$ cat src/common/mem_params_pkg.sv
package mem_params_pkg;

  // Memory array size in bytes
  localparam int MEM_SIZE = 1024;

  // Byte address width, enough to cover MEM_SIZE
  localparam int ADDR_WIDTH = 10;

  // Data path width, fixed by the byte and word access rules
  localparam int DATA_WIDTH = 32;

  // Pipeline depth from accepted request to read response
  localparam int MEM_LATENCY = 10;

endpackage

$ cat src/common/mem_types_pkg.sv
package mem_types_pkg;

  typedef enum logic {
    BYTE = 1'b0,  // Single byte, zero-extended on load
    WORD = 1'b1   // Four bytes, little-endian, 4-byte aligned
  } access_size_t;

  // Owner of a request and of its response
  typedef enum logic {
    SRC_INSTR = 1'b0,
    SRC_DATA  = 1'b1
  } req_src_t;

  // Round-robin preference of the arbiter
  typedef enum logic {
    PREFER_INSTR = 1'b0,
    PREFER_DATA  = 1'b1
  } arb_state_t;

  typedef struct packed {
    logic                                  valid;
    logic                                  is_wr;  // Store when high, load otherwise
    req_src_t                              src;
    access_size_t                          size;
    logic [mem_params_pkg::ADDR_WIDTH-1:0] addr;
    logic [mem_params_pkg::DATA_WIDTH-1:0] wdata;
  } mem_req_t;

  typedef struct packed {
    logic                                  valid;
    req_src_t                              src;
    logic [mem_params_pkg::DATA_WIDTH-1:0] rdata;
  } mem_rsp_t;

endpackage

$ cat src/rtl/fetch_port.sv
module fetch_port (
  input  logic                                  clk_i,
  input  logic                                  rst_i,
  input  logic                                  fetch_i,
  input  logic [mem_params_pkg::ADDR_WIDTH-1:0] fetch_addr_i,
  output logic                                  busy_o,
  output mem_types_pkg::mem_req_t               req_o,
  input  logic                                  gnt_i,
  input  mem_types_pkg::mem_rsp_t               rsp_i,
  output logic                                  instr_valid_o,
  output logic [mem_params_pkg::DATA_WIDTH-1:0] instr_o
);
  import mem_types_pkg::*;

  mem_req_t new_req;
  mem_req_t hold_q;       // Request that lost arbitration
  logic     hold_full_q;

  // Fetches are always word reads
  always_comb begin
    new_req       = '0;
    new_req.valid = fetch_i;
    new_req.is_wr = 1'b0;
    new_req.src   = SRC_INSTR;
    new_req.size  = WORD;
    new_req.addr  = fetch_addr_i;
  end

  assign req_o  = hold_full_q ? hold_q : new_req;
  assign busy_o = hold_full_q;

  always_ff @(posedge clk_i) begin
    if (!rst_i) begin
      hold_full_q <= 1'b0;
    end else if (req_o.valid) begin
      hold_full_q <= !gnt_i;  // Cleared once the held request is granted
    end
  end

  always_ff @(posedge clk_i) begin
    if (req_o.valid && !gnt_i) begin
      hold_q <= req_o;
    end
  end

  assign instr_valid_o = rsp_i.valid;
  assign instr_o       = rsp_i.rdata;

  a_no_fetch_busy: assert property (
    @(posedge clk_i) disable iff (!rst_i)
    busy_o |-> !fetch_i
  ) else $error("Fetch strobe while fetch port is busy");

endmodule

$ cat config.mk
export PLATFORM = sky130hd
export DESIGN_NAME = fetch_port
export DESIGN_NICKNAME = d
export VERILOG_FILES = /design/src/common/mem_params_pkg.sv /design/src/common/mem_types_pkg.sv /design/src/rtl/fetch_port.sv
export SDC_FILE = /design/constraint.sdc
export NUM_CORES = 1
export LEC_CHECK = 0
export BUFFER_PORTS_ARGS = -buffer_cell sky130_fd_sc_hd__buf_2
export CAP_MARGIN = 15
export CORE_MARGIN = 5
export CORE_UTILIZATION = 38
export DETAILED_ROUTE_END_ITERATION = 8
export PLACE_DENSITY = 0.86
export SYNTH_ARGS = -nofsm -noshare
export SYNTH_HDL_FRONTEND = slang
export SYNTH_SLANG_ARGS = --single-unit
$ cat constraint.sdc
create_clock -name clk_i -period 3.5 [get_ports clk_i]
set_clock_uncertainty 0.15 [all_clocks]
set_input_delay 0.525 -clock clk_i [delete_from_list [all_inputs] [get_ports clk_i]]
set_output_delay 0.525 -clock clk_i [all_outputs]
set_load 0.005 [all_outputs]
* Yosys cells after proc, flatten, opt, wreduce, memory -nomap -nowiden *
Cells that the tools add are included.

word-level totals
  register bits = 47
  bits in latches = 0
  RAM bits = 0
  memory bits (read-only) = 0
  bits of input ports = 48
  output and inout port bits = 80
  word-level logic and storage cells = 10
  memories = 0

operators by class
  $add $sub $neg = 0
  multiply operators = 0
  div/mod/pow operators = 0
  order comparisons = 0
  equal/unequal tests = 0
  shift-type cells = 0
  multiplexer cells = 1
  bitwise gates (word level) = 0
  reduce and logical (&&, ||, !) cells = 2

operator list
  kind                count
  two-way mux 46 bit  1
  logical AND 1 bit   1
  zero test 1 bit     1

* Logic depth before layout (Yosys ltp) *
  depth in word-level cells = 2
  gate-level depth with buffers = 3
  mapped depth without buffers = 2

* Least setup slack after synthesis *
No wires, ideal clock.

  path kind = input -> register
  start = input fetch_i
  end = register hold_q[0] (netlist bit), enable pin
  library setup time = 0.456 ns
  arrival time = 2.768 ns
  required time = 2.894 ns
  setup slack = 0.126 ns
  cell stages on the path = 2
  buffers on the path = 0
  cell sequence = mux2_2 > nor2b_1

on the way
  cells in the longest elaborated chain, start to end = 2

RTL lines
  element                 line              text
  start: declaration      fetch_port.sv:4   input logic fetch_i,
  two-way mux 46 bit      fetch_port.sv:29  assign req_o = hold_full_q ? hold_q : new_req;
  logical AND 1 bit       fetch_port.sv:41  if (req_o.valid && !gnt_i) begin
  end signal: assignment  fetch_port.sv:42  hold_q <= req_o;
  end: declaration        fetch_port.sv:16  mem_req_t hold_q;

No other way between the ends.
A chain may end at the register's enable or synchronous reset.

==> metrics.txt <==
layout cell share with drive strength beyond 1 0.491; clk slew on worst S/H paths 0.08 ns; Power Total roughly 1.1 mW; post-CTS setup buffers 0; setup_tns 0 ns; CP max FO 25; die height 83.9 um; routed vias ~1000; GR Util All Layers 0.0914; Startpoint Class flip-flop; drt pass-1 iters 3; worst hold path class in -> reg; vias in the first global route about 1000; DRC errors left 0; ANT cells 0; CTS tree built; initial antenna violation count 0; Core Region about 5400 um2; critical path arrival roughly 1.4 ns; Max VDD drop about 0.19 mV; TritonCTS Buffers 5; critical path class reg -> out; Iteration-0 DRC Markers 50; Via density 4.38; number of fillers in the final layout between 500 and 600; Total Wirelength between 3 and 4 mm; switching pwr 0.223 mW; total global routing overflow 0; WP data required about 2.8 ns; port bufs 60; largest net degree at the start of global routing between 40 and 50; synth warn 0; Cell Pwr Density a little under 500 nW/um2; RSZ-0062 raised after global routing false; CTS Hold Buffers Added 0; row cnt 27; Finished Layout Cells ~240; final instance area between 2000 and 2500 um2; Post-Synthesis Cell Area 2080 um2; post-synthesis net count roughly 180; setup violators final 0; clock power share 0.330; PnR worst setup slack around 1.5 ns; Detailed Place HPWL 2.33 mm; min cycle time layout ~2 ns; fmax roughly 490 MHz; layout overhead on the synthesized area 11.3%; distinct cell type count after synthesis 14; number of H-tree levels 2; crit end category output pin; Routed Antenna Nets 0; worst skew pair latency ~0.28 ns; Final Net Count 215; register share of total power 0.582; CTS max path bufs 2; Internal Power 0.910 mW; Max Cap Violations 0; die area slightly above 7000 um2; status finished clean; Final Wtd Congestion approximately 0.7; dpl cell area 2210 um2; Tightest Pin Transition slightly below 0.6 ns; Gate power share 0.088; first-pass GRT wire length between 5 and 6 mm; utilization after layout 0.427; CTS root buf clkbuf_8; Placed Cells about 230; Hold Fails Final Rpt 0; Die X approximately 84 um; Mapped Cells around 140; commonest non-fill, non-tap cells in the layout 60 x buf_2, 46 x edfxtp_1, 34 x and2_1; Starting Density 0.384; most common cell after layout, fill and taps aside buf_2; syn avg cell area 15.4 um2; Sw Share 0.197; Avg WL per Cell about 14 um; PostCTS Resize Cnt 0; fin crit share 0.585; final slew viol count 0; P_leak a little under 1 nW; worst hold slack 0.334 ns; TritonCTS Sinks 47; Slew Limit Headroom 0.608; Seq cells post-synth 47; Ports 128; register area share after synthesis 0.675; pre-CTS setup slack about 1.6 ns
## worst paths after layout
check | from | to | slack [ns] | cells after the start
setup / recovery | busy_o | req_o[45] | 1.45 | 3
hold / removal | rst_i | busy_o | 0.33 | 2
setup reg to reg | busy_o | hold_q[17] | 1.57 | 4
hold reg to reg | hold_q[42] | hold_q[42] | 0.40 | 1
## worst max-delay path, stage by stage (launching register included)
cell	delay (ns)
dfxtp_1	0.33
buf_4	0.24
mux2_2	0.39
buf_2	0.13
## cell type report
cell class | count | area (um2) | area share
tap | 72 | 90.1 | 0.0390
clock buffer | 6 | 72.6 | 0.0314
timing repair buffer | 63 | 323 | 0.140
multi-input combinational | 50 | 393 | 0.170
clock inverter | 1 | 30.0 | 0.0130
sequential | 47 | 1400 | 0.607
## power groups by stage
stage | clock network, mW | registers (mW) | logic [mW]
3_5_place_dp | 0 | 0.672 | 0.102
3_3_place_gp | 0 | 0.670 | 0.0985
4_1_cts | 0.392 | 0.659 | 0.103
6_report | 0.374 | 0.659 | 0.0996
5_1_grt | 0.419 | 0.662 | 0.111
2_1_floorplan | 0 | 0.672 | 0.0888
## registers in the layout (all words and copies together), names as in the netlist
register,count
hold_q,46
busy_o,1
## per-layer routing
layer	vias to the layer above	part of all wire	track usage
met5	-	0	0
met4	0	0.014	0.0424
met3	8	0.091	0.0405
met2	50	0.45	0.134
met1	493	0.45	0.116
li1	496	-	-
## cells in the mapped netlist, drive strengths merged
| cell | number | share of area |
|---|---|---|
| buf | 38 | 0.14 |
| nand2 | 1 | 0.0018 |
| and3b | 1 | 0.0042 |
| a31o | 1 | 0.0042 |
| nor2b | 1 | 0.0030 |
| mux2 | 11 | 0.067 |
| nand2b | 1 | 0.0030 |
| dfxtp | 1 | 0.0096 |
| and2 | 34 | 0.10 |
| edfxtp | 46 | 0.67 |
## kinds of logic (layout without fill, tap and decap cells)
logic type,Yosys count,in the layout,share of synthesized area
mux,11,11,0.0669
compound gates,1,1,0.00422
buf+inv,38,70,0.139
simple gates,38,38,0.115
flops,47,47,0.675
No activity file was read; power rests on OpenSTA's default activity.
