File: config.mk
export PLATFORM = sky130hd
export DESIGN_NAME = mem_arbiter
export DESIGN_NICKNAME = d
export VERILOG_FILES = /design/src/common/mem_params_pkg.sv /design/src/common/mem_types_pkg.sv /design/src/memory/mem_arbiter.sv
export SDC_FILE = /design/constraint.sdc
export NUM_CORES = 1
export LEC_CHECK = 0
export BUFFER_PORTS_ARGS = -buffer_cell sky130_fd_sc_hd__buf_2
export CORE_AREA = 2 2 95 97
export DETAILED_ROUTE_END_ITERATION = 10
export DIE_AREA = 0 0 97 99
export RECOVER_POWER = 50
export SETUP_SLACK_MARGIN = 0.3
export SLEW_MARGIN = 25
export SYNTH_ARGS = -nofsm -noshare
export SYNTH_HDL_FRONTEND = slang
export SYNTH_SLANG_ARGS = --single-unit
File: constraint.sdc
create_clock -name clk_i -period 1.3 [get_ports clk_i]
set_input_delay 0.13 -clock clk_i [delete_from_list [all_inputs] [get_ports clk_i]]
set_output_delay 0.13 -clock clk_i [all_outputs]
set_load 0.05 [all_outputs]
File: src/common/mem_params_pkg.sv
package mem_params_pkg;

  // Memory array size in bytes
  localparam int MEM_SIZE = 1024;

  // Byte address width, enough to cover MEM_SIZE
  localparam int ADDR_WIDTH = 10;

  // Data path width, fixed by the byte and word access rules
  localparam int DATA_WIDTH = 32;

  // Pipeline depth from accepted request to read response
  localparam int MEM_LATENCY = 10;

endpackage

File: src/common/mem_types_pkg.sv
package mem_types_pkg;

  typedef enum logic {
    BYTE = 1'b0,  // Single byte, zero-extended on load
    WORD = 1'b1   // Four bytes, little-endian, 4-byte aligned
  } access_size_t;

  // Owner of a request and of its response
  typedef enum logic {
    SRC_INSTR = 1'b0,
    SRC_DATA  = 1'b1
  } req_src_t;

  // Round-robin preference of the arbiter
  typedef enum logic {
    PREFER_INSTR = 1'b0,
    PREFER_DATA  = 1'b1
  } arb_state_t;

  typedef struct packed {
    logic                                  valid;
    logic                                  is_wr;  // Store when high, load otherwise
    req_src_t                              src;
    access_size_t                          size;
    logic [mem_params_pkg::ADDR_WIDTH-1:0] addr;
    logic [mem_params_pkg::DATA_WIDTH-1:0] wdata;
  } mem_req_t;

  typedef struct packed {
    logic                                  valid;
    req_src_t                              src;
    logic [mem_params_pkg::DATA_WIDTH-1:0] rdata;
  } mem_rsp_t;

endpackage

File: src/memory/mem_arbiter.sv
module mem_arbiter (
  input  logic                    clk_i,
  input  logic                    rst_i,
  input  mem_types_pkg::mem_req_t instr_req_i,
  input  mem_types_pkg::mem_req_t data_req_i,
  output logic                    instr_gnt_o,
  output logic                    data_gnt_o,
  output mem_types_pkg::mem_req_t mem_req_o,
  input  mem_types_pkg::mem_rsp_t mem_rsp_i,
  output mem_types_pkg::mem_rsp_t instr_rsp_o,
  output mem_types_pkg::mem_rsp_t data_rsp_o
);
  import mem_types_pkg::*;

  arb_state_t pref_q;
  logic       contest;  // Both sides want the memory

  assign contest = instr_req_i.valid && data_req_i.valid;

  // A lone requester always wins and a contest goes to the preferred side
  always_comb begin
    instr_gnt_o = instr_req_i.valid && (!data_req_i.valid || pref_q == PREFER_INSTR);
    data_gnt_o  = data_req_i.valid && (!instr_req_i.valid || pref_q == PREFER_DATA);
  end

  always_comb begin
    mem_req_o = '0;
    if (instr_gnt_o) begin
      mem_req_o = instr_req_i;
    end else if (data_gnt_o) begin
      mem_req_o = data_req_i;
    end
  end

  // Loser of a contest is preferred next time
  always_ff @(posedge clk_i) begin
    if (!rst_i) begin
      pref_q <= PREFER_DATA;
    end else if (contest) begin
      pref_q <= (pref_q == PREFER_DATA) ? PREFER_INSTR : PREFER_DATA;
    end
  end

  // Responses return in order and the tag alone picks the destination
  always_comb begin
    instr_rsp_o       = mem_rsp_i;
    data_rsp_o        = mem_rsp_i;
    instr_rsp_o.valid = mem_rsp_i.valid && (mem_rsp_i.src == SRC_INSTR);
    data_rsp_o.valid  = mem_rsp_i.valid && (mem_rsp_i.src == SRC_DATA);
  end

  // Back-to-back contests alternate between the two sides
  a_round_robin: assert property (
    @(posedge clk_i) disable iff (!rst_i)
    contest |=> !contest || (instr_gnt_o != $past(instr_gnt_o))
  ) else $error("Contest granted to the same side twice in a row");

endmodule

# ---- Word-level counts from Yosys, hierarchy flattened
# Cells that the tools add are included.
dict set report op_classes {
  n_mux 3
  n_bitwise 2
  n_reduce_logical 9
}
# operator n
set op_table {}
lappend op_table {{$mux 46} 2}
lappend op_table {{$logic_and 1x1->1} 5}
lappend op_table {{$logic_not 1->1} 2}
lappend op_table {{$logic_or 1x1->1} 2}
lappend op_table {{$not 1->1} 2}
lappend op_table {{$mux 1} 1}
dict set report totals {
  register_bits 1
  input_bits 128
  output_inout_bits 116
  elab_cells 15
}

# ---- Depth between registers and ports, before layout
# Gate-level depths: netlist of run 1.
dict set report logic_depth {
  ltp_word 5
  depth_mapped 4
  ltp_nobuf 2
}

# ---- Worst setup path after synthesis of run 1
# OpenSTA, ideal clock, no wires.
dict set report synth_timing {
  kind {register to output}
  from {register pref_q}
  to {output port mem_req_o[36] in the netlist's numbering}
  t_arrival_ns 1.303
  required_ns 1.170
  path_slack_ns -0.133
  path_stages_with_launch 4
  n_path_buf 1
  cell_sequence {dfxtp_1 > a21boi_4 > buf_6 > a32o_1}
}
# element line
set synth_lines {}
lappend synth_lines {{start, declared} mem_arbiter.sv:15} ;# arb_state_t pref_q;
lappend synth_lines {{start signal, assigned} mem_arbiter.sv:40} ;# pref_q <= (pref_q == PREFER_DATA) ? PREFER_INSTR : PREFER_DATA;
lappend synth_lines {{end, declared} mem_arbiter.sv:8} ;# output mem_types_pkg::mem_req_t mem_req_o,

==> results of run 1 <==
[synthesized netlist by cell type]
| cell | count |
|---|---|
| and3_2 | 1 |
| clkbuf_1 | 3 |
| and2_1 | 2 |
| o21ai_0 | 1 |
| a32o_1 | 15 |
| buf_8 | 4 |
| a32o_2 | 30 |
| a21oi_1 | 1 |
| dfxtp_1 | 1 |
| buf_4 | 67 |
| or2_2 | 1 |
| nor2b_1 | 1 |
| buf_2 | 2 |
| a21boi_4 | 1 |
| nand2b_1 | 1 |
| buf_6 | 5 |
[timing repair]
action | CTS | global route
setup endpoints to repair | 48 | 48
gates resized for setup | 114 | 5
pin swaps | 2 | 1
hold buffers | 0 | 0
setup buffers | 2 | 1
cloned | 1 | 1
[power by group through the flow]
stage               clock (mW)  combinational (mW)  sequential [mW]
floorplan                    0                1.30           0.0363
global placement             0                1.07           0.0350
detailed placement           0                1.08           0.0355
CTS                          0                1.34           0.0361
global route                 0                1.42           0.0366
finish                       0                1.36           0.0359
[cell families after synthesis]
logic type / count (synthesis) / synth area share (%)
AO/OA/AOI/OAI: 48 / 42.5
flip-flops: 1 / 1.65
buffers and inverters: 81 / 52.7
AND/OR/NAND/NOR: 6 / 3.19
[worst max path at each step]
stage | cells after the start | end | slack, ns | startpoint
after floorplan | 3 | mem_req_o[36] | 0.02 | pref_q
after global placement | 5 | mem_req_o[44] | -0.05 | pref_q
after detailed placement | 5 | mem_req_o[44] | -0.08 | pref_q
after CTS | 6 | mem_req_o[33] | 0.01 | pref_q
after global routing | 6 | mem_req_o[44] | -0.04 | pref_q
final | 6 | mem_req_o[44] | 0.01 | pref_q
[layer usage]
layer	track usage [%]	share of wire [%]	up-vias
li1	-	-	628
met1	10.8	35	613
met2	18.9	51	153
met3	4.04	13	8
met4	0.867	0.92	0
met5	0	0	-
[through the flow]
stage	hold slack (ns)	setup TNS (ns)	area [µm²]	power (mW)
2_1_floorplan	0.206	0	1250	1.33
3_3_place_gp	0.260	-1.39	1640	1.11
3_5_place_dp	0.260	-2.53	1640	1.12
4_1_cts	0.260	0	2050	1.38
5_1_grt	0.260	-0.875	2100	1.46
6_report	0.260	0	2100	1.40
[placed cells by master (no fill, tap or decap)]
| master | synthesis | routed |
|---|---|---|
| buf_6 | 5 | 27 |
| buf_4 | 67 | 4 |
| buf_8 | 4 | 21 |
| and2_1 | 2 | 1 |
| dfxtp_2 | 0 | 1 |
| a32o_2 | 30 | 45 |
| buf_16 | 0 | 1 |
| or2_4 | 0 | 1 |
| buf_2 | 2 | 99 |
| nor2b_1 | 1 | 1 |
| nand2b_4 | 0 | 1 |
| o21ai_0 | 1 | 1 |
| and2_4 | 0 | 1 |
| buf_12 | 0 | 8 |
| a21boi_4 | 1 | 1 |
| clkbuf_16 | 0 | 1 |
| a21oi_1 | 1 | 1 |
| and3_2 | 1 | 1 |
[final cells by class]
type / instances / area [µm²]
Tap cell: 108 / 135
Fill cell: 931 / 6450
Timing Repair Buffer: 161 / 1360
Sequential cell: 1 / 21.3
Multi-Input combinational cell: 54 / 587
==> flow_summary_export.csv, run 1 <==
group,metric,value,unit
global_route,overflow,0,
synthesis,netlist_top_cells_area,"buf_4 41%, a32o_2 28%, a32o_1 12%, buf_8 4.9%, buf_6 4.6%",
worst_setup_path,crit_path_cell_trace,"buf_6 > a21boi_4 > buf_6 > buf_12 > a32o_2 > buf_6",
worst_setup_path,required,1.17,ns
detailed_routing,dr.pass1.iters,4,
place,hpwl,4260,µm
worst_setup_path,cpMaxStageDelayCell,"dfxtp_2",
detailed_routing,routedWlPerCell,17.1,µm
floorplan,row_count,34,
synthesis,synthCells,136,
finish,top_register,"pref_q",
finish,fin_cells,324,
detailed_routing,vias,1402,
synthesis,synth_top_area_cell,"buf_4",
timing,max_freq,0.775,GHz
finish,postLayoutCoreUtil,24.6,%
finish,reg_top3,"pref_q x1",
floorplan,num_io_pins,244,
pwr,vdd_drop_max,184,µV
worst_setup_path,r2r-end,"pref_q",
place,post-place-ws,-0.0758,ns
detailed_routing,wl,5550,µm
timing,worstMarginPinSlew,0.280,ns
floorplan,dieArea,9600,µm²
global_route,grt_use_total,9.97,%
floorplan,die_h,99,µm
hold_path,hold_depth,0,
timing,setup_viol,0,
worst_setup_path,r2r_start,"pref_q",
timing,max_slew_margin,81.3,%
detailed_routing,drc,0,
timing,rsz0062_at_grt,"true",
pwr,p_leak,1.18,nW
finish,syn_to_final_growth,72.7,%
finish,nets,346,
pwr,p_per_area,666,nW/µm²
pwr,pwr-share-clk,0,%
synthesis,yosysSeqAreaShare,1.65,%
global_route,grt_pass1_vias,1410,
detailed_routing,ant_nets,0,
timing,min_period_over_period,99.2,%
pwr,switching_share,54.0,%
clock_tree,insertion_delay,0,ns
pwr,combPwrFrac,97.4,%
synthesis,syn-cell-area,1220,µm²
clock_tree,clk_pin_slew,0,ns
timing,setup_slack,0.0101,ns
timing,fin_crit,1.29,ns
global_route,antenna_found_initial,1,
pwr,power.switching,0.756,mW
synthesis,yosysWarningCount,0,
pwr,power.share.sequential,2.6,%
worst_setup_path,max_stage_delay,0.31,ns
place,placement.io_buffers,147,
floorplan,die_w,97,µm
timing,final_hold_viol_count,0,
synthesis,ys_seq_elements,1,
worst_setup_path,path_common_cell,"buf_6",
synthesis,synth_top_area_share,41.4,%
worst_setup_path,r2r_cells,3,
hold_path,min-delay-start,"mem_rsp_i[23]",
worst_setup_path,crit_buf_inv,4,
global_route,grt_pass1_wl,7860,µm
worst_setup_path,crit_arrival,1.16,ns
worst_setup_path,cp-start-kind,"register",
worst_setup_path,crit_path_max_fanout,12,
hold_path,holdCritPathClass,"in -> out",
place,routabilityCongestion,0.735,
worst_setup_path,end_kind,"output pin",
finish,antenna-diode-count,0,
detailed_routing,viasPerCell,4.33,
detailed_routing,drt_iter0_markers,33,
synthesis,synth_nets,264,
global_route,grt_max_degree,26,
place,placed_cells,319,
flow_run,maxCapViolations,0,
timing,slew_viol_final,0,
worst_setup_path,r2r_slack,0.46,ns
worst_setup_path,critical-path-top-delay-family,"buffers and inverters",
floorplan,core_area,8550,µm²
timing,fin_worst_skew,0,ns
pwr,p_int,0.643,mW
hold_path,hold_path_end,"data_rsp_o[23]",
synthesis,synth_cell_type_count,16,
run_status,status,"finished, final reports clean",
synthesis,syn_avg_cell_area,8.94,µm²
finish,largest_reg_flops,1,
floorplan,initial_core_util,14.2,%
finish,drive_above_1_share,98.1,%
worst_setup_path,worstSetupPathType,"reg -> out",
(Power assumes the default switching activity.)
==> inputs of run 2 (changes only) <==
- SLEW_MARGIN: 25 -> not set
- clock period: 1.3 -> 1.2 ns (I/O delays scaled with it)
==> flow_summary_export.csv, run 2 (synthesized netlist as in run 1, its figures left out) <==
group,metric,value,unit
finish,nets,348,
global_route,grt_use_total,9.80,%
timing,max_freq,0.826,GHz
place,placement.io_buffers,147,
floorplan,die_w,97,µm
pwr,p_per_area,708,nW/µm²
flow_run,maxCapViolations,0,
worst_setup_path,max_stage_delay,0.32,ns
finish,reg_top3,"pref_q x1",
timing,fin_crit,1.21,ns
timing,min_period_over_period,101,%
worst_setup_path,cpMaxStageDelayCell,"dfxtp_2",
timing,rsz0062_at_grt,"true",
worst_setup_path,crit_arrival,1.09,ns
place,hpwl,3930,µm
finish,layout_commonest_cell,"buf_2",
hold_path,holdCritPathClass,"in -> out",
worst_setup_path,r2r_start,"pref_q",
worst_setup_path,crit_path_cell_trace,"nand2b_4 > buf_12 > a32o_2 > buf_6",
pwr,vdd_drop_max,151,µV
pwr,p_leak,1.19,nW
global_route,antenna_found_initial,0,
global_route,grt_max_degree,31,
finish,fillers,905,
floorplan,initial_core_util,14.2,%
worst_setup_path,required,1.08,ns
finish,top_register,"pref_q",
finish,final_cell_area,2110,µm²
worst_setup_path,crit_path_max_fanout,30,
finish,drive_above_1_share,98.6,%
floorplan,core_area,8550,µm²
timing,slew_viol_final,0,
timing,fin_tns_setup,-0.0837,ns
run_status,status,"finished, violations left",
timing,final_hold_viol_count,0,
place,routabilityCongestion,0.613,
floorplan,die_h,99,µm
worst_setup_path,cp-start-kind,"register",
finish,antenna-diode-count,0,
detailed_routing,ant_nets,0,
worst_setup_path,end_kind,"output pin",
timing,setup_viol,18,
detailed_routing,routedWlPerCell,16.4,µm
timing,fin_worst_skew,0,ns
finish,syn_to_final_growth,73.3,%
global_route,grt_pass1_wl,7760,µm
worst_setup_path,worstSetupPathType,"reg -> out",
hold_path,hold_depth,0,
finish,largest_reg_flops,1,
detailed_routing,dr.pass1.iters,4,
floorplan,dieArea,9600,µm²
detailed_routing,viasPerCell,4.24,
timing,max_slew_margin,83.2,%
worst_setup_path,crit_buf_inv,2,
worst_setup_path,r2r_slack,0.40,ns
clock_tree,hold_buffers,0,
global_route,grt_pass1_vias,1451,
timing,setup_slack,-0.0109,ns
worst_setup_path,r2r_cells,3,
detailed_routing,drc,0,
hold_path,hold_path_end,"data_rsp_o[27]",
finish,layout_common_cells,"97 x buf_2, 45 x a32o_2, 42 x buf_6",
place,placed_area,1610,µm²
global_route,overflow,0,
detailed_routing,drt_iter0_markers,21,
run_status,violations,"negative setup slack",
floorplan,row_count,34,
detailed_routing,vias,1382,
worst_setup_path,r2r-end,"pref_q",
worst_setup_path,critical-path-top-delay-family,"flip-flops",
clock_tree,clk_pin_slew,0,ns
timing,worstMarginPinSlew,0.254,ns
worst_setup_path,cp_num_cells,4,
clock_tree,insertion_delay,0,ns
worst_setup_path,startpoint,"pref_q",
detailed_routing,wl,5350,µm
hold_path,min-delay-start,"mem_rsp_i[27]",
floorplan,num_io_pins,244,
[run 2: changes by cell type in the layout (fill, tap and decap cells not counted), sizes merged]
cell and change:
buf +1, clkbuf +1
[run 2: how the worst max path moves through the flow]
stage	to
6_report	mem_req_o[28]
5_1_grt	mem_req_o[16]
4_1_cts	mem_req_o[28]
3_5_place_dp	mem_req_o[35]
3_3_place_gp	mem_req_o[28]
2_1_floorplan	mem_req_o[36]
[run 2: timing repair]
item	in CTS	in global routing
gates resized for setup	112	5
buffers inserted	3	0
cloned	2	2
pin swaps	1	2
endpoints found under the setup margin	49	49
[run 2: where the power goes]
| group | total [mW] | internal, mW | switching (mW) |
|---|---|---|---|
| Combinational | 1.45 | 0.641 | 0.811 |
| Sequential | 0.0396 | 0.0368 | 0.00285 |
| Clock | 0 | 0 | 0 |
| Total | 1.49 | 0.678 | 0.813 |
[run 2: layer usage]
| layer | GRT usage, % | wire (µm) |
|---|---|---|
| met1 | 10.7 | 1850 |
| met3 | 1.91 | 555 |
| met4 | 2.38 | 107 |
| met2 | 19.3 | 2840 |
| met5 | 0 | 0 |
[run 2: final cells by class]
class / count / area, µm² / area share, %
Sequential cell: 1 / 21.3 / 1.01
Multi-Input combinational cell: 54 / 589 / 28.0
Timing Repair Buffer: 163 / 1360 / 64.6
Tap cell: 108 / 135 / 6.41
[run 2: metrics by stage]
stage          std cells  setup WS (ns)  total power, mW  hold WS [ns]  util (%)
3_3_place_gp         319         -0.120             1.18         0.241      18.8
3_5_place_dp         319         -0.138             1.19         0.241      18.8
6_report             326        -0.0109             1.49         0.240      24.6
2_1_floorplan        136        -0.0674             1.45         0.196         -
5_1_grt              326        -0.0479             1.55         0.240      24.6
4_1_cts              324        -0.0184             1.47         0.241      23.9
[run 2: worst reg2reg max path: cells and delay by family, from the launching register on]
kind | cells | cell delay, ns
DFF | 1 | 0.32
and+or+nand+nor | 1 | 0.16
AOI/OAI and AO/OA | 1 | 0.12
buffers and inverters | 1 | 0.13
