### config.mk
export PLATFORM = sky130hd
export DESIGN_NAME = load_store_port
export DESIGN_NICKNAME = d
export VERILOG_FILES = /design/src/common/mem_params_pkg.sv /design/src/common/mem_types_pkg.sv /design/src/rtl/load_store_port.sv
export SDC_FILE = /design/constraint.sdc
export NUM_CORES = 1
export LEC_CHECK = 0
export BUFFER_PORTS_ARGS = -buffer_cell sky130_fd_sc_hd__buf_2
export CORE_ASPECT_RATIO = 0.5
export CORE_MARGIN = 2
export CORE_UTILIZATION = 25
export CTS_CLUSTER_DIAMETER = 120
export DETAILED_ROUTE_END_ITERATION = 7
export MAX_ROUTING_LAYER = met4
export PLACE_DENSITY = 0.53
export SYNTH_ARGS = -nofsm -noshare
export SYNTH_HDL_FRONTEND = slang
export SYNTH_SLANG_ARGS = --single-unit
export TNS_END_PERCENT = 100
### constraint.sdc
create_clock -name clk_i -period 10.5 [get_ports clk_i]
set_input_delay 0 -clock clk_i [delete_from_list [all_inputs] [get_ports clk_i]]
set_output_delay 0 -clock clk_i [all_outputs]
set_load 0.01 [all_outputs]
### src/common/mem_params_pkg.sv
package mem_params_pkg;

  // Memory array size in bytes
  localparam int MEM_SIZE = 1024;

  // Byte address width, enough to cover MEM_SIZE
  localparam int ADDR_WIDTH = 10;

  // Data path width, fixed by the byte and word access rules
  localparam int DATA_WIDTH = 32;

  // Pipeline depth from accepted request to read response
  localparam int MEM_LATENCY = 10;

endpackage

### src/common/mem_types_pkg.sv
package mem_types_pkg;

  typedef enum logic {
    BYTE = 1'b0,  // Single byte, zero-extended on load
    WORD = 1'b1   // Four bytes, little-endian, 4-byte aligned
  } access_size_t;

  // Owner of a request and of its response
  typedef enum logic {
    SRC_INSTR = 1'b0,
    SRC_DATA  = 1'b1
  } req_src_t;

  // Round-robin preference of the arbiter
  typedef enum logic {
    PREFER_INSTR = 1'b0,
    PREFER_DATA  = 1'b1
  } arb_state_t;

  typedef struct packed {
    logic                                  valid;
    logic                                  is_wr;  // Store when high, load otherwise
    req_src_t                              src;
    access_size_t                          size;
    logic [mem_params_pkg::ADDR_WIDTH-1:0] addr;
    logic [mem_params_pkg::DATA_WIDTH-1:0] wdata;
  } mem_req_t;

  typedef struct packed {
    logic                                  valid;
    req_src_t                              src;
    logic [mem_params_pkg::DATA_WIDTH-1:0] rdata;
  } mem_rsp_t;

endpackage

### src/rtl/load_store_port.sv
module load_store_port (
  input  logic                                  clk_i,
  input  logic                                  rst_i,
  input  logic                                  rd_i,
  input  logic                                  wr_i,
  input  logic [mem_params_pkg::ADDR_WIDTH-1:0] addr_i,
  input  logic [mem_params_pkg::DATA_WIDTH-1:0] wdata_i,
  input  mem_types_pkg::access_size_t           size_i,
  output logic                                  busy_o,
  output mem_types_pkg::mem_req_t               req_o,
  input  logic                                  gnt_i,
  input  mem_types_pkg::mem_rsp_t               rsp_i,
  output logic                                  ld_valid_o,
  output logic [mem_params_pkg::DATA_WIDTH-1:0] ld_data_o
);
  import mem_types_pkg::*;

  mem_req_t new_req;
  mem_req_t hold_q;       // Load or store waiting for a grant
  logic     hold_full_q;

  always_comb begin
    new_req       = '0;
    new_req.valid = rd_i || wr_i;
    new_req.is_wr = wr_i;
    new_req.src   = SRC_DATA;
    new_req.size  = size_i;
    new_req.addr  = addr_i;
    new_req.wdata = wdata_i;  // Ignored by the memory on loads
  end

  assign req_o  = hold_full_q ? hold_q : new_req;
  assign busy_o = hold_full_q;

  always_ff @(posedge clk_i) begin
    if (!rst_i) begin
      hold_full_q <= 1'b0;
    end else if (req_o.valid) begin
      hold_full_q <= !gnt_i;
    end
  end

  always_ff @(posedge clk_i) begin
    if (req_o.valid && !gnt_i) begin
      hold_q <= req_o;
    end
  end

  // Only loads come back, stores are silent
  assign ld_valid_o = rsp_i.valid;
  assign ld_data_o  = rsp_i.rdata;

  a_rd_wr_excl: assert property (
    @(posedge clk_i) disable iff (!rst_i)
    !(rd_i && wr_i)
  ) else $error("Load and store strobed together");

  a_no_strobe_busy: assert property (
    @(posedge clk_i) disable iff (!rst_i)
    busy_o |-> !(rd_i || wr_i)
  ) else $error("Load/store strobe while port is busy");

endmodule

Word-level counts from Yosys, hierarchy flattened
Cells that the tools add are included.
W data, S select, Z words.
{ "totals": {"reg_bits": 47, "output_inout_bits": 80, "word_cells": 11, "in_bits": 82} }
{ "op_classes": {"muxes": 1, "n_reduce_logical": 3} }
{ "op_table": {"columns": ["op", "count"], "rows": [
  ["$mux W46", 1],
  ["$logic_and A1 B1 Y1", 1],
  ["$logic_not A1 Y1", 1],
  ["$logic_or A1 B1 Y1", 1]
]} }

Longest topological paths before layout
Gate-level depths: netlist (run 1).
{ "logic_depth": {"ltp_word": 3, "mapped_depth": 4, "depth_no_buf": 2} }

Worst setup path before layout (run 1)
No wires, ideal clock.
{ "synth_path": {"kind": "flip-flop to flip-flop", "start": "register hold_full_q (netlist: busy_o)", "end": "register hold_q[0] in the netlist's numbering (enable)", "path_stages_with_launch": 5, "period_less_slack_ns": 4.427, "slack_ns": 6.073, "arrival_ns": 3.920, "cell_sequence": "dfxtp_1 -> buf_6 -> buf_6 -> nor3_2 -> nor3_1"} }
{ "synth_via": {"elab_chain_cells": 2} }
{ "synth_rtl": {"columns": ["item", "line_no", "text"], "rows": [
  ["from (decl)", "load_store_port.sv:20", "logic hold_full_q;"],
  ["from (signal assigned)", "load_store_port.sv:39", "hold_full_q <= !gnt_i;"],
  ["$mux W46", "load_store_port.sv:32", "assign req_o = hold_full_q ? hold_q : new_req;"],
  ["$logic_and A1 B1 Y1", "load_store_port.sv:44", "if (req_o.valid && !gnt_i) begin"],
  ["to (signal assigned)", "load_store_port.sv:45", "hold_q <= req_o;"],
  ["to (decl)", "load_store_port.sv:19", "mem_req_t hold_q;"]
]} }
No other way between the ends.
A chain may end at the register's enable or synchronous reset.

Final worst setup path (run 1)
{ "layout_path": {"start": "register hold_full_q (netlist: busy_o)", "end": "register hold_q[21] in the netlist's numbering (enable)"} }
The elaborated chain is that of the path after synthesis.

==> results of run 1 <==
cell usage in the layout (no fill, tap or decap), drive strengths merged:
master and n:
buf 96, edfxtp 46, mux2 44, clkbuf 5, nor3 2, clkinvlp 2, nor2b 1, nor2 1
a21bo 1, o21bai 1, a21boi 1, nand2b 1, dfxtp 1, inv 1, dlygate4sd3 1
how the worst max path moves through the flow:
stage,cells after the start,from,slack [ns],to
global route,3,busy_o$_SDFFE_PN0P_,7.80,hold_q[20]$_DFFE_PP_
detailed placement,3,busy_o$_SDFFE_PN0P_,7.92,hold_q[39]$_DFFE_PP_
global placement,3,busy_o$_SDFFE_PN0P_,8.02,hold_q[36]$_DFFE_PP_
CTS,3,busy_o$_SDFFE_PN0P_,7.94,hold_q[20]$_DFFE_PP_
floorplan,4,busy_o$_SDFFE_PN0P_,6.07,hold_q[0]$_DFFE_PP_
finish,3,busy_o$_SDFFE_PN0P_,8.06,hold_q[21]$_DFFE_PP_
layer usage:
| metal | share of wire | global-route usage |
|---|---|---|
| met1 | 0.38 | 0.0965 |
| met2 | 0.52 | 0.164 |
| met3 | 0.053 | 0.0238 |
| met4 | 0.040 | 0.0662 |
| met5 | 0 | - |
flip-flops by register name, summed over array words and instances, names as in the netlist:
signal,count
hold_q,46
busy_o,1
through the flow:
stage / hold WS, ns / utilization / total power [W] / setup slack (ns)
2_1_floorplan: 0.0918 / - / 0.000291 / 6.07
3_3_place_gp: 0.000119 / 0.300 / 0.000307 / 8.02
3_5_place_dp: 0.000119 / 0.300 / 0.000309 / 7.92
4_1_cts: 0.000119 / 0.318 / 0.000472 / 7.94
5_1_grt: 0.0000168 / 0.318 / 0.000485 / 7.80
6_report: 0.00000281 / 0.318 / 0.000464 / 8.06
report_power, final:
part           internal, W   total, W  switching (W)
sequential        0.000225   0.000230     0.00000506
clock            0.0000891   0.000160      0.0000713
combinational    0.0000378  0.0000730      0.0000353
total             0.000352   0.000464       0.000112
cell type report:
cell class	count	area, µm²	share of cell area
Clock buffer	5	125	0.0444
Clock inverter	3	23.8	0.00844
Multi-Input combinational cell	52	624	0.222
Sequential cell	47	1400	0.498
Tap cell	117	146	0.0520
Timing Repair Buffer	97	495	0.176
logic make-up after synthesis:
group | after synthesis | synth area share
flops | 47 | 0.606
mux | 44 | 0.244
buf+inv | 38 | 0.126
simple gates | 5 | 0.0135
compound gates | 3 | 0.0108
==> results.txt, run 1 <==
total clock buffers created by CTS = 5
Fin Clk Skew = 0.0117 ns
critical path class = reg2reg
Main synth FF type = edfxtp_1
Final ANT Viol Nets = 0
final setup vio count = 0
Rows = 24
post-synthesis sequential area ratio = 0.606
GP Congestion = 0.729
fraction of registers with async set/reset = 0
CTS tree = yes
drt drc = 7
Slew @ Worst Pin = 1.11 ns
count leader, synth = edfxtp_1
RSZ-0062 raised after global routing = no
Final Hold Vio Count = 0
Worst Reg-to-Reg Cells = 3
reg2reg setup slack = 8.06 ns
drt pass-1 iters = 7
clock sink total = 47
first-pass GRT wire length = 7150 µm
max_cap viols = 0
Hold Path Class = in2out
Synth Area per Inst = 16.9 µm²
Top delay family on crit path = simple AND/OR/NAND/NOR gates
hold-fix buffers at CTS = 1
Synth cell types = 15
hold endpoint = ld_data_o[27]
run status = finished with violations
Tmin final = 2.44 ns
Yosys reg bits = 47
Die H = 72.0 µm
Port Buf Inserts = 94
Finished Cell Area = 2820 µm²
CTS max path bufs = 2
ANT cells = 0
WP data required = 10.44 ns
largest area contributor in the synthesized netlist = edfxtp_1
crit path max fanout = 32
crit path launch type = register
Yosys top cell area share = 0.597
DR WL/cell = 14.9 µm
maximum clock rate = 409 MHz
largest net degree at the start of global routing = 37
violated checks = DRC
DP HPWL = 3500 µm
syn nets = 219
Placed Area = 2660 µm²
final-stage net count = 285
Routed Wire Length = 4790 µm
count of flip-flops with a built-in enable after synthesis = 46
die area = 10100 µm²
Gate Count Post-Synth = 137
crit path buf inv count = 1
final cell count without fillers = 321
Relative slew margins = 0.256
H-tree depth = 2
synth cell count leaders = edfxtp_1, buf_4, mux2_2
Reg2Reg Capture Point = hold_q[21]$_DFFE_PP_
io pins = 162
first-iteration detailed-routing DRC count = 89
fill cell count = 885
global router's overall resource usage = 0.0945
period utilisation layout = 0.233
GRT overflow = 0
Leak = 1.14 nW
area of the core = 8860 µm²
Gates resized, CTS repair = 0
CP arrival = 2.38 ns
CP max stage delay = 0.85 ns
vias per inst = 4.11
HP Start = rsp_i[27]
Worst-path clk slew = 0.06 ns
RR Startpoint = busy_o$_SDFFE_PN0P_
Hold Crit Depth = 0
Starting Density = 0.261
CTS Root Cell = clkbuf_16
area of the mapped netlist = 2310 µm²
synth top area cells = edfxtp_1, mux2_2, mux2_4
fraction of layout cells with a size suffix above 1 = 0.745
Post-CTS Setup Repair Bufs = 0
vias = 1320
Max rail drop VDD = 0.0519 mV
# placed instances = 312
initial antenna violation count = 0
die width = 140 µm
vias in the first global route = 1399
final setup TNS = 0 ns
CP max-delay cell = nor3_2
total power divided by cell area = 165 nW/µm²
Skew-Pair Late Insertion Delay = 0.29 ns
Syn-to-layout area delta = 21.9%
Ys Warns = 0
Max Slew Vio Count = 0
crit end category = register
crit-path cells = nor3_2 > nor3_2 > buf_4
Worst path most repeated cell = nor3_2
No activity file was read; power rests on OpenSTA's default activity.
==> run 2: changes to the inputs <==
PLACE_DENSITY = 0.55   (was 0.53)
clock period = 2.2 ns   (was 10.5 ns; I/O delays follow)
==> results.txt, run 2 (synthesis results as in run 1) <==
hold-fix buffers at CTS = 1 (unchanged)
final hold slack = 0.00000282 ns (was 0.00000281 ns)
Rows = 24 (unchanged)
Top delay family on crit path = flip-flops (was simple AND/OR/NAND/NOR gates)
most common cell after layout, fill and taps aside = buf_2 (unchanged)
CP max stage delay = 0.60 ns (was 0.85 ns)
io pins = 162 (unchanged)
vias = 1317 (was 1320)
Die H = 72.0 µm (unchanged)
vias per inst = 4.10 (was 4.11)
Syn-to-layout area delta = 22.2% (was 21.9%)
Routed Wire Length = 4870 µm (was 4790 µm)
drt pass-1 iters = 6 (was 7)
Skew-Pair Late Insertion Delay = 0.28 ns (was 0.29 ns)
first-iteration detailed-routing DRC count = 77 (was 89)
die width = 140 µm (unchanged)
Worst-path clk slew = 0.06 ns (about the same)
Final ANT Viol Nets = 0 (unchanged)
die area = 10100 µm² (unchanged)
max_cap viols = 0 (unchanged)
RSZ-0062 raised after global routing = no (unchanged)
first-pass GRT wire length = 7310 µm (was 7150 µm)
maximum clock rate = 538 MHz
final setup vio count = 0 (unchanged)
ANT cells = 0 (unchanged)
Gates resized, CTS repair = 0 (unchanged)
CP arrival = 1.86 ns (was 2.38 ns)
Power Total = 0.00216 W (was 0.000464 W)
DP HPWL = 3560 µm (was 3500 µm)
Slew @ Worst Pin = 0.481 ns (was 1.11 ns)
CTS tree = yes (unchanged)
area of the core = 8860 µm² (unchanged)
crit path buf inv count = 2 (was 1)
Max Slew Vio Count = 0 (unchanged)
total clock buffers created by CTS = 5 (unchanged)
crit-path cells = buf_4 > mux2_2 > buf_2 (was nor3_2 > nor3_2 > buf_4)
critical path class = reg2out (was reg2reg)
crit path max fanout = 27 (was 32)
WP data required = 2.20 ns (was 10.44 ns)
CTS Root Cell = clkbuf_16 (unchanged)
Max rail drop VDD = 0.271 mV (was 0.0519 mV)
number of flip-flops in the largest register = 46 (unchanged)
fraction of layout cells with a size suffix above 1 = 0.740 (was 0.745)
crit end category = output pin (was register)
DR WL/cell = 15.2 µm (was 14.9 µm)
Relative slew margins = 0.680 (was 0.256)
Hold Path Class = in2out (unchanged)
run status = finished with violations (unchanged)
global router's overall resource usage = 0.0953 (was 0.0945)
fill cell count = 881 (was 885)
Post-CTS Setup Repair Bufs = 0 (unchanged)
GRT overflow = 0 (unchanged)
Final Hold Vio Count = 0 (unchanged)
GP Congestion = 0.709 (was 0.729)
Port Buf Inserts = 94 (unchanged)
vias in the first global route = 1453 (was 1399)
Tmin final = 1.86 ns
Fin Clk Skew = 0.00452 ns (was 0.0117 ns)
H-tree depth = 2 (unchanged)
HP Start = rsp_i[27] (unchanged)
Starting Density = 0.261 (unchanged)
crit path launch type = register (unchanged)
most frequent cells in the layout = buf_2, edfxtp_1, mux2_2 (unchanged)
RR Startpoint = busy_o$_SDFFE_PN0P_ (unchanged)
Biggest register = hold_q (unchanged)
period utilisation layout = 0.846
Crit. Startpoint = busy_o$_SDFFE_PN0P_ (unchanged)
total power divided by cell area = 766 nW/µm² (was 165 nW/µm²)
Leak = 1.15 nW (was 1.14 nW)
clock sink total = 47 (unchanged)
drt drc = 8 (was 7)
final-stage net count = 286 (was 285)
footprint of the multi-input gates = 637 µm² (was 624 µm²)
CP max-delay cell = dfxtp_4 (was nor3_2)
violated checks = DRC (unchanged)
Reg area = 1410 µm² (was 1400 µm²)
largest net degree at the start of global routing = 36 (was 37)
initial antenna violation count = 0 (unchanged)
CTS max path bufs = 2 (unchanged)
==> run 2: stage by stage <==
step	setup TNS, ns	cells	instance area [µm²]	setup WS [ns]	util
after global routing	0	321	2830	0.226	0.319
after global placement	0	313	2680	0.531	0.303
after detailed placement	0	313	2680	0.479	0.303
final	0	321	2830	0.340	0.319
after floorplan	-3.18	137	2340	-0.0691	-
after CTS	0	321	2830	0.294	0.319
==> run 2: power by group <==
| group | total (W) | switching [W] | internal, W |
|---|---|---|---|
| sequential | 0.00111 | 0.0000312 | 0.00107 |
| combinational | 0.000349 | 0.000166 | 0.000183 |
| clock | 0.000709 | 0.000301 | 0.000409 |
| total | 0.00216 | 0.000498 | 0.00167 |
==> run 2: metal layers <==
metal,up-vias,global-route usage,share of wire
met5,-,-,0
met2,38,0.159,0.52
met3,32,0.0251,0.057
met4,0,0.0617,0.037
met1,645,0.104,0.39
li1,602,-,-
==> run 2: final cells by class <==
| cell class | count | share of cell area |
|---|---|---|
| clock buffers | 5 | 0.0443 |
| clock inverters | 2 | 0.00310 |
| multi-input cells | 52 | 0.225 |
| flip-flops and latches | 47 | 0.497 |
| well taps | 117 | 0.0518 |
| repair buffers | 98 | 0.178 |
==> run 2: final timing paths <==
kind                          endpoint  slack [ns]  cells after the start
setup / recovery              req_o[8]        0.34                      3
hold reg to reg   hold_q[43]$_DFFE_PP_        0.55                      1
setup reg to reg  hold_q[44]$_DFFE_PP_        0.51                      3
hold / removal           ld_data_o[27]    0.000003                      0
==> run 3: changes to the inputs <==
PLACE_DENSITY = 0.53   (was 0.55)
clock period = 1.9 ns   (was 2.2 ns; I/O delays follow)
==> results.txt, run 3 (synthesis results as in run 1) <==
crit path launch type = register (unchanged)
Routed Wire Length = 4990 µm (was 4870 µm)
Leak = 1.16 nW (was 1.15 nW)
clock sink total = 47 (unchanged)
Gates resized, CTS repair = 0 (unchanged)
critical path class = reg2out (unchanged)
vias per inst = 4.14 (was 4.10)
Relative slew margins = 0.779 (was 0.680)
crit-path cells = buf_4 > mux2_2 > buf_2 (unchanged)
vias in the first global route = 1472 (was 1453)
WP data required = 1.90 ns (was 2.20 ns)
Final ANT Viol Nets = 0 (unchanged)
Power Total = 0.00255 W (was 0.00216 W)
Rows = 24 (unchanged)
CP arrival = 1.68 ns (was 1.86 ns)
drt pass-1 iters = 6 (unchanged)
CTS max path bufs = 2 (unchanged)
global router's overall resource usage = 0.0982 (was 0.0953)
vias = 1337 (was 1317)
fraction of layout cells with a size suffix above 1 = 0.743 (was 0.740)
RSZ-0062 raised after global routing = no (unchanged)
DP HPWL = 3740 µm (was 3560 µm)
Biggest register = hold_q (unchanged)
crit path buf inv count = 2 (unchanged)
H-tree depth = 2 (unchanged)
final-stage net count = 287 (was 286)
period utilisation layout = 0.886
ANT cells = 0 (unchanged)
Syn-to-layout area delta = 23.0% (was 22.2%)
Crit. Startpoint = busy_o$_SDFFE_PN0P_ (unchanged)
most frequent cells in the layout = buf_2, edfxtp_1, mux2_2 (unchanged)
final core occ = 0.321 (was 0.319)
final hold slack = 0.00000392 ns (was 0.00000282 ns)
CTS tree = yes (unchanged)
Slew @ Worst Pin = 0.332 ns (was 0.481 ns)
Int Pwr = 0.00194 W (was 0.00167 W)
total clock buffers created by CTS = 5 (unchanged)
fill cell count = 882 (was 881)
die width = 140 µm (unchanged)
total power divided by cell area = 895 nW/µm² (was 766 nW/µm²)
number of flip-flops in the largest register = 46 (unchanged)
Seq pwr share = 0.500 (was 0.511)
crit path max fanout = 19 (was 27)
switch share = 0.237 (was 0.230)
max_cap viols = 0 (unchanged)
first-pass GRT wire length = 7430 µm (was 7310 µm)
Skew-Pair Late Insertion Delay = 0.28 ns (about the same)
GP Congestion = 0.803 (was 0.709)
Port Buf Inserts = 94 (unchanged)
Hold Path Class = in2out (unchanged)
run status = finished with violations (unchanged)
Max rail drop VDD = 0.343 mV (was 0.271 mV)
Worst-path clk slew = 0.07 ns (was 0.06 ns)
die area = 10100 µm² (unchanged)
HP Start = rsp_i[15] (was rsp_i[27])
RR Startpoint = busy_o$_SDFFE_PN0P_ (unchanged)
initial antenna violation count = 0 (unchanged)
Tmin final = 1.68 ns
drt drc = 6 (was 8)
final setup TNS = 0 ns (unchanged)
first-iteration detailed-routing DRC count = 104 (was 77)
Clock Power Share = 0.337 (was 0.328)
final setup vio count = 0 (unchanged)
CTS Root Cell = clkbuf_16 (unchanged)
Die H = 72.0 µm (unchanged)
CP max-delay cell = dfxtp_4 (unchanged)
violated checks = DRC (unchanged)
largest net degree at the start of global routing = 26 (was 36)
Starting Density = 0.261 (unchanged)
most common cell after layout, fill and taps aside = buf_2 (unchanged)
crit end category = output pin (unchanged)
DR WL/cell = 15.4 µm (was 15.2 µm)
Top delay family on crit path = flip-flops (unchanged)
CP max stage delay = 0.50 ns (was 0.60 ns)
combinational fraction of design power = 0.163 (was 0.161)
Sw Pwr = 0.000603 W (was 0.000498 W)
area of the core = 8860 µm² (unchanged)
io pins = 162 (unchanged)
GRT overflow = 0 (unchanged)
Max Slew Vio Count = 0 (unchanged)
Final Hold Vio Count = 0 (unchanged)
Fin Clk Skew = 0.00570 ns (was 0.00452 ns)
maximum clock rate = 594 MHz
run 3: changes by cell type in the layout (fill, tap and decap cells not counted), sizes merged:
cell	before	now
clkinvlp	0	1
buf	97	98
run 3: repair_timing:
action	in CTS	in global routing
setup buffers	0	0
hold buffers	1	0
hold endpoints to repair	1	0
run 3: power groups by stage:
stage	Clock [W]	Sequential (W)	Combinational, W
2_1_floorplan	0	0.00128	0.000330
3_3_place_gp	0	0.00129	0.000409
3_5_place_dp	0	0.00130	0.000420
4_1_cts	0.000895	0.00127	0.000424
5_1_grt	0.000948	0.00128	0.000448
6_report	0.000859	0.00127	0.000415
run 3: path summary, 6_finish.rpt:
check,end,slack (ns),depth (start not counted)
worst max register to register,hold_q[20]$_DFFE_PP_,0.39,2
worst min-delay path,ld_data_o[15],0.000004,0
worst max-delay path,req_o[20],0.22,3
worst min register to register,hold_q[43]$_DFFE_PP_,0.53,1
run 3: final cells by class:
| cell class | count | area, µm² | share of cell area |
|---|---|---|---|
| clock buffers | 5 | 125 | 0.0440 |
| clock inverters | 3 | 20.0 | 0.00704 |
| multi-input cells | 52 | 637 | 0.224 |
| flip-flops and latches | 47 | 1410 | 0.494 |
| well taps | 117 | 146 | 0.0515 |
| repair buffers | 99 | 510 | 0.179 |
run 3: per-stage QoR:
| stage | cells | setup WS [ns] | area, µm² |
|---|---|---|---|
| final | 323 | 0.217 | 2840 |
| after global routing | 323 | 0.130 | 2840 |
| after CTS | 323 | 0.191 | 2840 |
| after detailed placement | 314 | 0.389 | 2690 |
| after global placement | 314 | 0.432 | 2690 |
| after floorplan | 137 | -0.369 | 2340 |
run 3: routing by layer:
layer / global-route usage / vias up / routed length, µm
met5: - / - / 0
met4: 0.0696 / 0 / 267
met3: 0.0271 / 36 / 258
met2: 0.182 / 55 / 2740
met1: 0.0897 / 640 / 1720
li1: - / 606 / -
